## src/logic/link_pkg.sv

```systemverilog
package link_pkg;

    // serial lanes on the transmit link.
    localparam int NUM_LANES = 4;

    localparam int TAG_BITS = 4;

    // sample field carried in each lane word.
    localparam int LANE_SAMPLE_BITS = 12;

    // command byte as received, tag in the upper nibble.
    typedef struct packed {
        logic [TAG_BITS-1:0]  tag;
        logic [NUM_LANES-1:0] mask;
    } cmd_t;

    // one word per lane, sent msb first.
    typedef struct packed {
        logic [TAG_BITS-1:0]         tag;
        logic [LANE_SAMPLE_BITS-1:0] sample;
    } lane_word_t;

endpackage

```

## src/logic/adc_pkg.sv

```systemverilog
package adc_pkg;

    // adc channels converted together.
    localparam int NUM_CHANNELS = 4;

    // result width of one adc.
    localparam int SAMPLE_BITS = 12;

    // sclk periods per conversion.
    // the sample is the last SAMPLE_BITS received, msb first.
    localparam int SPI_WORD_BITS = 16;

    // leading bits dropped from each spi word.
    localparam int SPI_PAD_BITS = SPI_WORD_BITS - SAMPLE_BITS;

    typedef logic [SAMPLE_BITS-1:0] sample_t;

    // one result per channel, channel 0 in the low bits.
    typedef struct packed {
        sample_t [NUM_CHANNELS-1:0] ch;
    } sample_set_t;

endpackage
```

## src/logic/acq_top.sv

```systemverilog
`timescale 1ns/1ps

module acq_top
    import adc_pkg::*;
    import link_pkg::*;
#(
    parameter int BIT_CYCLES = 4,
    parameter int SCLK_DIV   = 2
) (
    input  logic                    clk,
    input  logic                    rst_n,
    output logic [NUM_LANES-1:0]    com_txd_p,
    output logic [NUM_LANES-1:0]    com_txd_n,
    input  logic [1:0]              com_rxd_p,
    input  logic [1:0]              com_rxd_n,
    input  logic                    com_rxf,
    output logic                    com_txf,
    input  logic [NUM_CHANNELS-1:0] adc_miso_p,
    input  logic [NUM_CHANNELS-1:0] adc_miso_n,
    output logic [NUM_CHANNELS-1:0] adc_cs_p,
    output logic [NUM_CHANNELS-1:0] adc_cs_n,
    output logic [NUM_CHANNELS-1:0] adc_mosi_p,
    output logic [NUM_CHANNELS-1:0] adc_mosi_n,
    output logic [NUM_CHANNELS-1:0] adc_sclk_p,
    output logic [NUM_CHANNELS-1:0] adc_sclk_n,
    output logic                    link_fault,
    output logic                    cmd_valid
);

    logic [NUM_LANES-1:0]    pin_txd;
    logic                    fire_send;
    logic                    pin_rxd;
    logic                    fire_read;
    logic [NUM_CHANNELS-1:0] pin_cs;
    logic [NUM_CHANNELS-1:0] pin_sclk;
    logic [NUM_CHANNELS-1:0] pin_mosi;
    logic [NUM_CHANNELS-1:0] pin_miso;
    cmd_t                    cmd;
    sample_set_t             samples;
    logic                    done;

    pin u_pin (
        .clk        (clk),
        .rst_n      (rst_n),
        .com_txd_p  (com_txd_p),
        .com_txd_n  (com_txd_n),
        .com_rxd_p  (com_rxd_p),
        .com_rxd_n  (com_rxd_n),
        .com_rxf    (com_rxf),
        .com_txf    (com_txf),
        .adc_miso_p (adc_miso_p),
        .adc_miso_n (adc_miso_n),
        .adc_cs_p   (adc_cs_p),
        .adc_cs_n   (adc_cs_n),
        .adc_mosi_p (adc_mosi_p),
        .adc_mosi_n (adc_mosi_n),
        .adc_sclk_p (adc_sclk_p),
        .adc_sclk_n (adc_sclk_n),
        .pin_txd    (pin_txd),
        .pin_rxd    (pin_rxd),
        .fire_send  (fire_send),
        .fire_read  (fire_read),
        .pin_cs     (pin_cs),
        .pin_sclk   (pin_sclk),
        .pin_mosi   (pin_mosi),
        .pin_miso   (pin_miso),
        .link_fault (link_fault)
    );

    cmd_receiver #(
        .BIT_CYCLES (BIT_CYCLES)
    ) u_cmd_receiver (
        .clk       (clk),
        .rst_n     (rst_n),
        .rxd       (pin_rxd),
        .cmd       (cmd),
        .cmd_valid (cmd_valid)
    );

    adc_capture #(
        .SCLK_DIV (SCLK_DIV)
    ) u_adc_capture (
        .clk       (clk),
        .rst_n     (rst_n),
        .fire_read (fire_read),
        .mask      (cmd.mask),
        .miso      (pin_miso),
        .cs        (pin_cs),
        .sclk      (pin_sclk),
        .mosi      (pin_mosi),
        .samples   (samples),
        .done      (done)
    );

    frame_sender u_frame_sender (
        .clk       (clk),
        .rst_n     (rst_n),
        .done      (done),
        .samples   (samples),
        .tag       (cmd.tag),
        .txd       (pin_txd),
        .fire_send (fire_send)
    );

endmodule

```

## src/logic/frame_sender.sv

```systemverilog
`timescale 1ns/1ps

module frame_sender
    import adc_pkg::*;
    import link_pkg::*;
(
    input  logic                 clk,
    input  logic                 rst_n,
    input  logic                 done,
    input  sample_set_t          samples,
    input  logic [TAG_BITS-1:0]  tag,
    output logic [NUM_LANES-1:0] txd,
    output logic                 fire_send
);

    localparam int WORD_BITS = $bits(lane_word_t);
    localparam int CNT_W = $clog2(WORD_BITS);
    localparam logic [CNT_W-1:0] CNT_LAST = CNT_W'(WORD_BITS - 1);

    lane_word_t [NUM_LANES-1:0] word_q;
    logic [CNT_W-1:0]           bit_cnt;

    // fire_send frames exactly WORD_BITS cycles.
    always_ff @(posedge clk) begin
        if (!rst_n) begin
            fire_send <= 1'b0;
            bit_cnt   <= '0;
        end else if (done) begin
            fire_send <= 1'b1;
            bit_cnt   <= '0;
        end else if (fire_send) begin
            bit_cnt <= bit_cnt + 1'b1;
            if (bit_cnt == CNT_LAST) begin
                fire_send <= 1'b0;
            end
        end
    end

    // load on done, then shift toward the msb.
    always_ff @(posedge clk) begin
        for (int i = 0; i < NUM_LANES; i++) begin
            if (done) begin
                word_q[i] <= '{tag: tag, sample: samples.ch[i]};
            end else if (fire_send) begin
                word_q[i] <= {word_q[i][WORD_BITS-2:0], 1'b0};
            end
        end
    end

    // lanes sit low outside a frame.
    always_comb begin
        for (int i = 0; i < NUM_LANES; i++) begin
            txd[i] = fire_send & word_q[i][WORD_BITS-1];
        end
    end

endmodule

```

## src/logic/adc_capture.sv

```systemverilog
`timescale 1ns/1ps

module adc_capture
    import adc_pkg::*;
#(
    parameter int SCLK_DIV = 2
) (
    input  logic                    clk,
    input  logic                    rst_n,
    input  logic                    fire_read,
    input  logic [NUM_CHANNELS-1:0] mask,
    input  logic [NUM_CHANNELS-1:0] miso,
    output logic [NUM_CHANNELS-1:0] cs,
    output logic [NUM_CHANNELS-1:0] sclk,
    output logic [NUM_CHANNELS-1:0] mosi,
    output sample_set_t             samples,
    output logic                    done
);

    localparam int DIV_W = $clog2(SCLK_DIV + 1);
    localparam logic [DIV_W-1:0] DIV_LAST = DIV_W'(SCLK_DIV - 1);
    localparam int BIT_W = $clog2(SPI_WORD_BITS);
    localparam logic [BIT_W-1:0] BIT_LAST = BIT_W'(SPI_WORD_BITS - 1);

    logic                    fire_d;
    logic                    busy;
    logic                    sclk_q;
    logic                    half_end;
    logic                    rise;
    logic                    fall;
    logic                    last_fall;
    logic [DIV_W-1:0]        div_cnt;
    logic [BIT_W-1:0]        bit_cnt;
    logic [NUM_CHANNELS-1:0] mask_q;
    logic [SPI_WORD_BITS-1:0] shift_q [NUM_CHANNELS];

    assign half_end  = busy && (div_cnt == DIV_LAST);
    assign rise      = half_end && !sclk_q;
    assign fall      = half_end && sclk_q;
    assign last_fall = fall && (bit_cnt == BIT_LAST);

    // one sclk shared by all adcs.
    assign sclk = {NUM_CHANNELS{sclk_q}};

    always_ff @(posedge clk) begin
        if (!rst_n) begin
            fire_d  <= 1'b0;
            busy    <= 1'b0;
            sclk_q  <= 1'b0;
            div_cnt <= '0;
            bit_cnt <= '0;
            mask_q  <= '0;
            cs      <= '1;
            mosi    <= '0;
            done    <= 1'b0;
        end else begin
            fire_d <= fire_read;
            done   <= 1'b0;
            if (!busy) begin
                if (fire_read && !fire_d) begin
                    busy    <= 1'b1;
                    mask_q  <= mask;
                    cs      <= ~mask;
                    // power down for channels outside the mask.
                    mosi    <= ~mask;
                    div_cnt <= '0;
                    bit_cnt <= '0;
                end
            end else begin
                div_cnt <= half_end ? '0 : div_cnt + 1'b1;
                if (half_end) begin
                    sclk_q <= ~sclk_q;
                end
                if (fall) begin
                    bit_cnt <= bit_cnt + 1'b1;
                end
                if (last_fall) begin
                    busy <= 1'b0;
                    cs   <= '1;
                    mosi <= '0;
                    done <= 1'b1;
                end
            end
        end
    end

    // miso taken on the rising sclk edge, msb first.
    always_ff @(posedge clk) begin
        for (int i = 0; i < NUM_CHANNELS; i++) begin
            if (rise) begin
                shift_q[i] <= {shift_q[i][SPI_WORD_BITS-2:0], miso[i]};
            end
            if (last_fall) begin
                samples.ch[i] <= mask_q[i] ? shift_q[i][SAMPLE_BITS-1:0] : '0;
            end
        end
    end

endmodule

```

## src/logic/cmd_receiver.sv

```systemverilog
`timescale 1ns/1ps

module cmd_receiver
    import link_pkg::*;
#(
    parameter int BIT_CYCLES = 4
) (
    input  logic clk,
    input  logic rst_n,
    input  logic rxd,
    output cmd_t cmd,
    output logic cmd_valid
);

    localparam int CNT_W = $clog2(BIT_CYCLES + 1);
    localparam logic [CNT_W-1:0] HALF_LAST = CNT_W'(BIT_CYCLES / 2 - 1);
    localparam logic [CNT_W-1:0] FULL_LAST = CNT_W'(BIT_CYCLES - 1);

    typedef enum logic [1:0] {
        S_IDLE,
        S_START,
        S_DATA,
        S_STOP
    } state_t;

    state_t           state;
    logic [CNT_W-1:0] cnt;
    logic [2:0]       bit_idx;
    logic [7:0]       shreg;
    logic             rxd_d;
    logic             tick;

    // start bit is sampled half a bit in, the rest a full bit apart.
    assign tick = (state == S_START) ? (cnt == HALF_LAST) : (cnt == FULL_LAST);

    always_ff @(posedge clk) begin
        if (!rst_n) begin
            state     <= S_IDLE;
            cnt       <= '0;
            bit_idx   <= '0;
            rxd_d     <= 1'b1;
            cmd       <= '{tag: '0, mask: '1};
            cmd_valid <= 1'b0;
        end else begin
            rxd_d     <= rxd;
            cmd_valid <= 1'b0;
            cnt       <= tick ? '0 : cnt + 1'b1;
            case (state)
                S_IDLE: begin
                    cnt <= '0;
                    if (rxd_d && !rxd) begin
                        state <= S_START;
                    end
                end
                S_START: begin
                    bit_idx <= '0;
                    if (tick) begin
                        // glitch, not a start bit.
                        state <= rxd ? S_IDLE : S_DATA;
                    end
                end
                S_DATA: begin
                    if (tick) begin
                        bit_idx <= bit_idx + 1'b1;
                        if (bit_idx == 3'd7) begin
                            state <= S_STOP;
                        end
                    end
                end
                default: begin
                    if (tick) begin
                        if (rxd) begin
                            cmd       <= cmd_t'(shreg);
                            cmd_valid <= 1'b1;
                        end
                        state <= S_IDLE;
                    end
                end
            endcase
        end
    end

    // lsb arrives first.
    always_ff @(posedge clk) begin
        if (state == S_DATA && tick) begin
            shreg <= {rxd, shreg[7:1]};
        end
    end

endmodule

```

## src/logic/pin.sv

```systemverilog
`timescale 1ns/1ps

module pin
    import link_pkg::*;
(
    input  logic                 clk,
    input  logic                 rst_n,

    output logic [NUM_LANES-1:0] com_txd_p,
    output logic [NUM_LANES-1:0] com_txd_n,
    input  logic [1:0]           com_rxd_p,
    input  logic [1:0]           com_rxd_n,
    input  logic                 com_rxf,
    output logic                 com_txf,

    input  logic [3:0]           adc_miso_p,
    input  logic [3:0]           adc_miso_n,
    output logic [3:0]           adc_cs_p,
    output logic [3:0]           adc_cs_n,
    output logic [3:0]           adc_mosi_p,
    output logic [3:0]           adc_mosi_n,
    output logic [3:0]           adc_sclk_p,
    output logic [3:0]           adc_sclk_n,

    input  logic [NUM_LANES-1:0] pin_txd,
    output logic                 pin_rxd,
    input  logic                 fire_send,
    output logic                 fire_read,

    input  logic [3:0]           pin_cs,
    input  logic [3:0]           pin_sclk,
    input  logic [3:0]           pin_mosi,
    output logic [3:0]           pin_miso,
    output logic                 link_fault
);

    logic pair_bad;

    // output pairs, n is the inverse of p.
    assign com_txd_p  = pin_txd;
    assign com_txd_n  = ~pin_txd;
    assign com_txf    = fire_send;
    assign adc_cs_p   = pin_cs;
    assign adc_cs_n   = ~pin_cs;
    assign adc_mosi_p = pin_mosi;
    assign adc_mosi_n = ~pin_mosi;
    assign adc_sclk_p = pin_sclk;
    assign adc_sclk_n = ~pin_sclk;

    // rxd lane 1 is only checked for a valid pair.
    assign pair_bad = (|(com_rxd_p ~^ com_rxd_n)) | (|(adc_miso_p ~^ adc_miso_n));

    always_ff @(posedge clk) begin
        pin_rxd   <= com_rxd_p[0];
        fire_read <= com_rxf;
        pin_miso  <= adc_miso_p;
    end

    always_ff @(posedge clk) begin
        if (!rst_n) begin
            link_fault <= 1'b0;
        end else begin
            link_fault <= pair_bad;
        end
    end

endmodule

```

## config.mk

```make
export PLATFORM = sky130hd
export DESIGN_NAME = acq_top
export DESIGN_NICKNAME = d
export VERILOG_FILES = /design/src/logic/link_pkg.sv /design/src/logic/adc_pkg.sv /design/src/logic/acq_top.sv /design/src/logic/frame_sender.sv /design/src/logic/adc_capture.sv /design/src/logic/cmd_receiver.sv /design/src/logic/pin.sv
export SDC_FILE = /design/constraint.sdc
export NUM_CORES = 1
export LEC_CHECK = 0
export BUFFER_PORTS_ARGS = -buffer_cell sky130_fd_sc_hd__buf_2
export CAP_MARGIN = 20
export CORE_MARGIN = 3
export CORE_UTILIZATION = 57
export CTS_BUF_LIST = sky130_fd_sc_hd__clkbuf_4 sky130_fd_sc_hd__clkbuf_8
export CTS_CLUSTER_SIZE = 8
export DETAILED_ROUTE_END_ITERATION = 7
export GPL_ROUTABILITY_DRIVEN = 0
export PLACE_DENSITY = 0.78
export SYNTH_ARGS = -nofsm -noshare
export SYNTH_HDL_FRONTEND = slang
export SYNTH_SLANG_ARGS = --single-unit
```

## constraint.sdc

```tcl
create_clock -name clk -period 4.2 [get_ports clk]
set_input_delay 0 -clock clk [delete_from_list [all_inputs] [get_ports clk]]
set_output_delay 0 -clock clk [all_outputs]
set_load 0.05 [all_outputs]
```

Word level (Yosys, flattened, before mapping):

Memory sizes are Yosys's and may differ from the RTL's.
Cells that the tools add are included.

* register bits: 172
* RAM bits: 64
* output and inout port bits: 35
* logic and storage cells: 140
* memories: 1

* add/sub/neg operators: 5
* eq/ne operators: 14
* multiplexer cells: 39
* bitwise logic cells: 17
* reduce and logical (&&, ||, !) cells: 29

Memory list
* u_adc_capture.shift_q: depth 4, width 16, read ports 4, clocked after Yosys merged registers in 0, wr ports 4, RTL line adc_capture.sv:35 `logic [SPI_WORD_BITS-1:0] shift_q [NUM_CHANNELS];`

Operators with widths (number)
* two-way mux 16 bit: 8
* two-way mux 4 bit: 8
* inverter 4 bit: 5
* two-way mux 2 bit: 9
* AND reduction 2 bit: 6
* two-way mux 1 bit: 11
* adder 4 x 1 -> 4 bit, second input constant: 2
* equality test 4 bit, second input constant: 2
* inequality test 2 x 1 -> 1 bit, second input constant: 4
* nonzero test 2 bit: 4
* logical AND 1 bit: 7
* adder 3 x 1 -> 3 bit, second input constant: 2
* case mux 2 bit (3 select lines): 1
* case mux 3 bit (2 select lines): 1
* OR reduction 3 bit: 2
* inverter 1 bit: 5
* AND reduction 5 bit: 1
* OR reduction 5 bit: 1
* bitwise AND 1 bit: 4
* equality test 2 x 1 -> 1 bit, second input constant: 2
* inequality test 2 bit, second input constant: 2
* OR reduction 2 bit: 2
* OR reduction 4 bit: 1
* XNOR 4 bit: 1
* 11 further kinds: 13

Depth between registers and ports, before layout:

* word-level depth: 6
* mapped depth: 5
* depth with buffers taken out: 4

Cells and area by module:

From an unflattened synthesis, not the netlist that was laid out.

* cell total of the unflattened synthesis: 563
* area total of the unflattened synthesis: 8501.9 um2

By module, submodules not included
* adc_capture: times used 1, cells each 246, area each 4136.5 um2
* frame_sender: times used 1, cells each 182, area each 2924.1 um2
* cmd_receiver: times used 1, cells each 87, area each 1046.0 um2
* pin: times used 1, cells each 48, area each 395.4 um2

Worst setup path before layout:

OpenSTA, ideal clock, no wires.

* kind: register to register
* start point: register u_adc_capture.busy
* end point: memory u_adc_capture.shift_q[0][0], enable pin
* arrival time: 3.827 ns
* slack: -0.143 ns
* stages on the path, launching flop included: 4
* cells stage by stage: dfxtp_1 > buf_6 > nand2_1 > nor3_1

RTL lines
* start, declared: RTL line adc_capture.sv:26 `logic busy;`
* start signal, assigned: RTL line adc_capture.sv:48 `busy <= 1'b0;`
* start signal, assigned: RTL line adc_capture.sv:61 `busy <= 1'b1;`
* start signal, assigned: RTL line adc_capture.sv:78 `busy <= 1'b0;`
* end, declared: RTL line adc_capture.sv:35

Worst setup path after layout:

* start point: register u_adc_capture.sclk_q
* end point: register, netlist name u_adc_capture.samples[22]

* cells in the longest elaborated chain, start to end: 2

RTL lines
* start, declared: RTL line adc_capture.sv:27 `logic sclk_q;`
* start signal, assigned: RTL line adc_capture.sv:72 `sclk_q <= ~sclk_q;`
* logical AND 1 bit: RTL line adc_capture.sv:39 `assign fall = half_end && sclk_q;`
* logical AND 1 bit: RTL line adc_capture.sv:40 `assign last_fall = fall && (bit_cnt == BIT_LAST);`
* net u_adc_capture.last_fall: RTL line adc_capture.sv:31 `logic last_fall;`

The timed path passes the listed nets, and every way through them passes these cells.
A chain may end at the register's enable or synchronous reset.

==> out/metrics.yaml <==
power_and_ir_drop:
  pwr-share-seq_pct: 57.0
  fin_total_pwr_uw: 4160
  swShare_pct: 19.7
  power.leakage_uw: 0.00343
  p_switching_uw: 820
  combinationalPowerShare_pct: 3.1
  p_int_uw: 3340
  p_per_area_nw_per_um2: 441
  p_clk_share_pct: 39.9
  ir_drop_uv: 284
global_route:
  gr-total-overflow: 0
  grt_pass1_vias: 4381
  grt_pass1_wl_um: 21000
  grt_max_degree: 71
  antenna_found_initial: 0
  grt_use_total_pct: 16.0
synthesis:
  ys_seq_area_share_pct: 72.8
  synth_async_sr_flop_share_pct: 0
  synth_seq_cells: 220
  synthFlopType: "edfxtp_1"
  synth_edf_count: 168
  synth-compound-area-share_pct: 3.85
  synth_fp_nets: 583
  synth-simple-area-share_pct: 10.6
  syn_area_um2: 8360
  syn_area_per_cell_um2: 14.8
  synthXorXnorAreaFrac_pct: 1.26
  synth.mux.area_fraction_pct: 7.24
  ys_warn_count: 0
  postSynthCellCount: 563
  synth_fa_ha_area_share_pct: 0.748
  synth_cell_types: 43
  synth_top_family_by_area: "simple AND/OR/NAND/NOR gates"
sta:
  timing.final.crit_share_pct: 56.1
  fin_skew_ps: 20.8
  max_freq_mhz: 424
  post-route-min-period_ps: 2360
  finalSetupViolations: 0
  rsz0062_at_grt: "no"
  tightest_slew_ps: 861
  worst_slack_ps: 1840
  final-max-slew-violation-count: 0
  tns_ps: 0
  timing.slew.headroom_pct: 42.4
  finalHoldViolCount: 0
final_layout:
  fill_cells: 959
  utilization_pct: 66.9
  multi_input_area_um2: 2000
  n_antenna_cell: 0
  finalNetCount: 648
  layout.area.seq_um2: 6090
  area.growth.synth_to_final_pct: 12.7
  drive_gt1_share_pct: 25.5
floorplanning:
  die-height_um: 127
  core_area_um2: 14100
  dieArea_um2: 16200
  io_pins: 50
  row_count: 43
  die_w_um: 127
  start_util_pct: 59.3
worst_setup_path:
  cp_data_required_time_ps: 4350
  crit_start: "u_adc_capture.sclk_q"
  crit_fanout: 30
  crit_chain: "nand4b_2 > nor2_4 > buf_4"
  timing.rr.start: "u_adc_capture.sclk_q"
  cp-start-kind: "flop"
  rrSetupSlack_ps: 1840
  critPathSlowestCell: "nor2_4"
  worstReg2RegEnd: "u_adc_capture.samples[22]"
  critPathMaxStageDelay_ps: 770
  critPathArrivalTime_ps: 2510
  crit_type: "flop to flop"
  reg2reg_depth: 3
  critical_path_buf_inv_count: 1
  endpoint_kind: "flop"
  crit_family: "simple AND/OR/NAND/NOR gates"
clock_network:
  clk_pin_slew_ps: 60
  cts_max_level: 2
  cts_setup_buffers: 0
  cts_resized: 0
  clk_latency_ps: 490
  cts_hold_buffers: 8
  tritoncts: "done"
  cts-root-buf: "clkbuf_8"
  cts_buffers: 34
  cts_buffer_depth: 3
  numClockSinks: 220
min_path:
  worstHoldEndpoint: "u_cmd_receiver.cmd[1]"
  whs_path_depth: 2
  hold_class: "input pin to flop"
  min_from: "rst_n"
placed_design:
  dp_slack_ps: 1810
  dp_hpwl_um: 7540
  io_buffer_count: 49
route:
  drtIter0Drc: 380
  avgViaCountPerCell: 5.29
  antenna_left: 0
  routedWlPerCell_um: 15.3
  drc: 0
  dr.pass1.iters: 4
  wl_um: 12600
  vias: 4370
outcome:
  status: "finished, final reports clean"
flow_run:
  max_cap_viol_count: 0
-- how the worst max path moves through the flow --
stage | endpoint | slack [ps] | depth (start not counted)
2_1_floorplan | u_adc_capture.samples[0] | 910 | 2
3_3_place_gp | u_adc_capture.samples[47] | 1890 | 3
3_5_place_dp | u_adc_capture.samples[47] | 1810 | 3
4_1_cts | u_adc_capture.samples[22] | 1800 | 3
5_1_grt | u_adc_capture.samples[22] | 1620 | 3
6_report | u_adc_capture.samples[22] | 1840 | 3
-- cell families (layout without fill, tap and decap cells) --
logic type | after synthesis | after routing
muxes | 53 | 53
adders and majority gates | 5 | 5
AOI/OAI and AO/OA | 51 | 51
DFF | 220 | 220
buffers and inverters | 64 | 147
and+or+nand+nor | 158 | 158
xor gates and xnor gates | 12 | 12
-- metal layers --
metal,up-vias,global-route usage (%),routed length [um]
met5,-,0,0
met4,0,5.68,217
met3,21,3.51,479
met2,83,26.6,6270
met1,2143,21.1,5660
li1,2123,-,-
-- flip-flops by register name, indices dropped and copies added (netlist names), 2 cells and up --
signal,flops
u_adc_capture.bit_cnt,4
u_adc_capture.samples,48
u_frame_sender.word_q,64
u_cmd_receiver.state,2
u_cmd_receiver.shreg,8
u_pin.pin_miso,4
u_adc_capture.div_cnt,2
u_adc_capture.mask_q,4
u_adc_capture.shift_q,48
u_cmd_receiver.bit_idx,3
u_adc_capture.cs,4
u_cmd_receiver.cnt,3
u_adc_capture.mosi,4
u_frame_sender.bit_cnt,4
u_cmd_receiver.cmd,8
-- layout make-up --
cell class | count | area share, %
clock buffers | 53 | 6.68
clock inverters | 1 | 0.0797
inverters | 32 | 1.27
multi-input cells | 279 | 21.2
flip-flops and latches | 220 | 64.6
well taps | 180 | 2.39
repair buffers | 61 | 3.77
-- synth_stat cells, drive strengths merged, types with 4 or more instances --
cell type,number,area (um2)
nor2b,4,25.0
inv,32,120
nand3,17,85.1
buf,10,80.1
and3,6,40.0
mux2i,5,50.1
nand2,32,120
nand3b,5,37.5
nor2,15,56.3
dfxtp,52,1040
xnor2,4,35.0
clkbuf,22,92.6
mux2,48,556
nand2b,7,43.8
and2,54,338
edfxtp,168,5040
ha,5,62.6
o21a,4,30.0
o21ai,29,156
xor2,8,70.1
nand4,5,31.3
a21boi,8,60.1
-- power groups by stage --
stage	combinational [uW]	sequential, uW	clock (uW)
6_report	129	2370	1660
5_1_grt	140	2370	1800
4_1_cts	130	2370	1710
3_5_place_dp	124	2420	0
3_3_place_gp	121	2410	0
2_1_floorplan	95.2	2420	0
-- layout by cell type (no fill, tap or decap), types with 8 or more instances in the layout --
cell type      netlist  layout
edfxtp_1           168     168
o21ai_0             28      28
nand3_1             17      17
nand2_1             32      32
mux2_2              44      44
and2_1              54      54
buf_2                1      49
dlygate4sd3_1        0       8
clkbuf_4             0      16
a21boi_0             8       8
nor2_1              15      14
inv_1               32      32
dfxtp_1             52      51
xor2_1               8       8
clkbuf_8             1      37
-- per-stage QoR --
step,hold WS (ps),area (um2),instances
final,64.5,9420,826
after global routing,86.3,9420,826
after CTS,32.8,9420,826
after detailed placement,107,8710,764
after global placement,106,8710,764
after floorplan,27.7,8360,563
(Power assumes the default switching activity.)
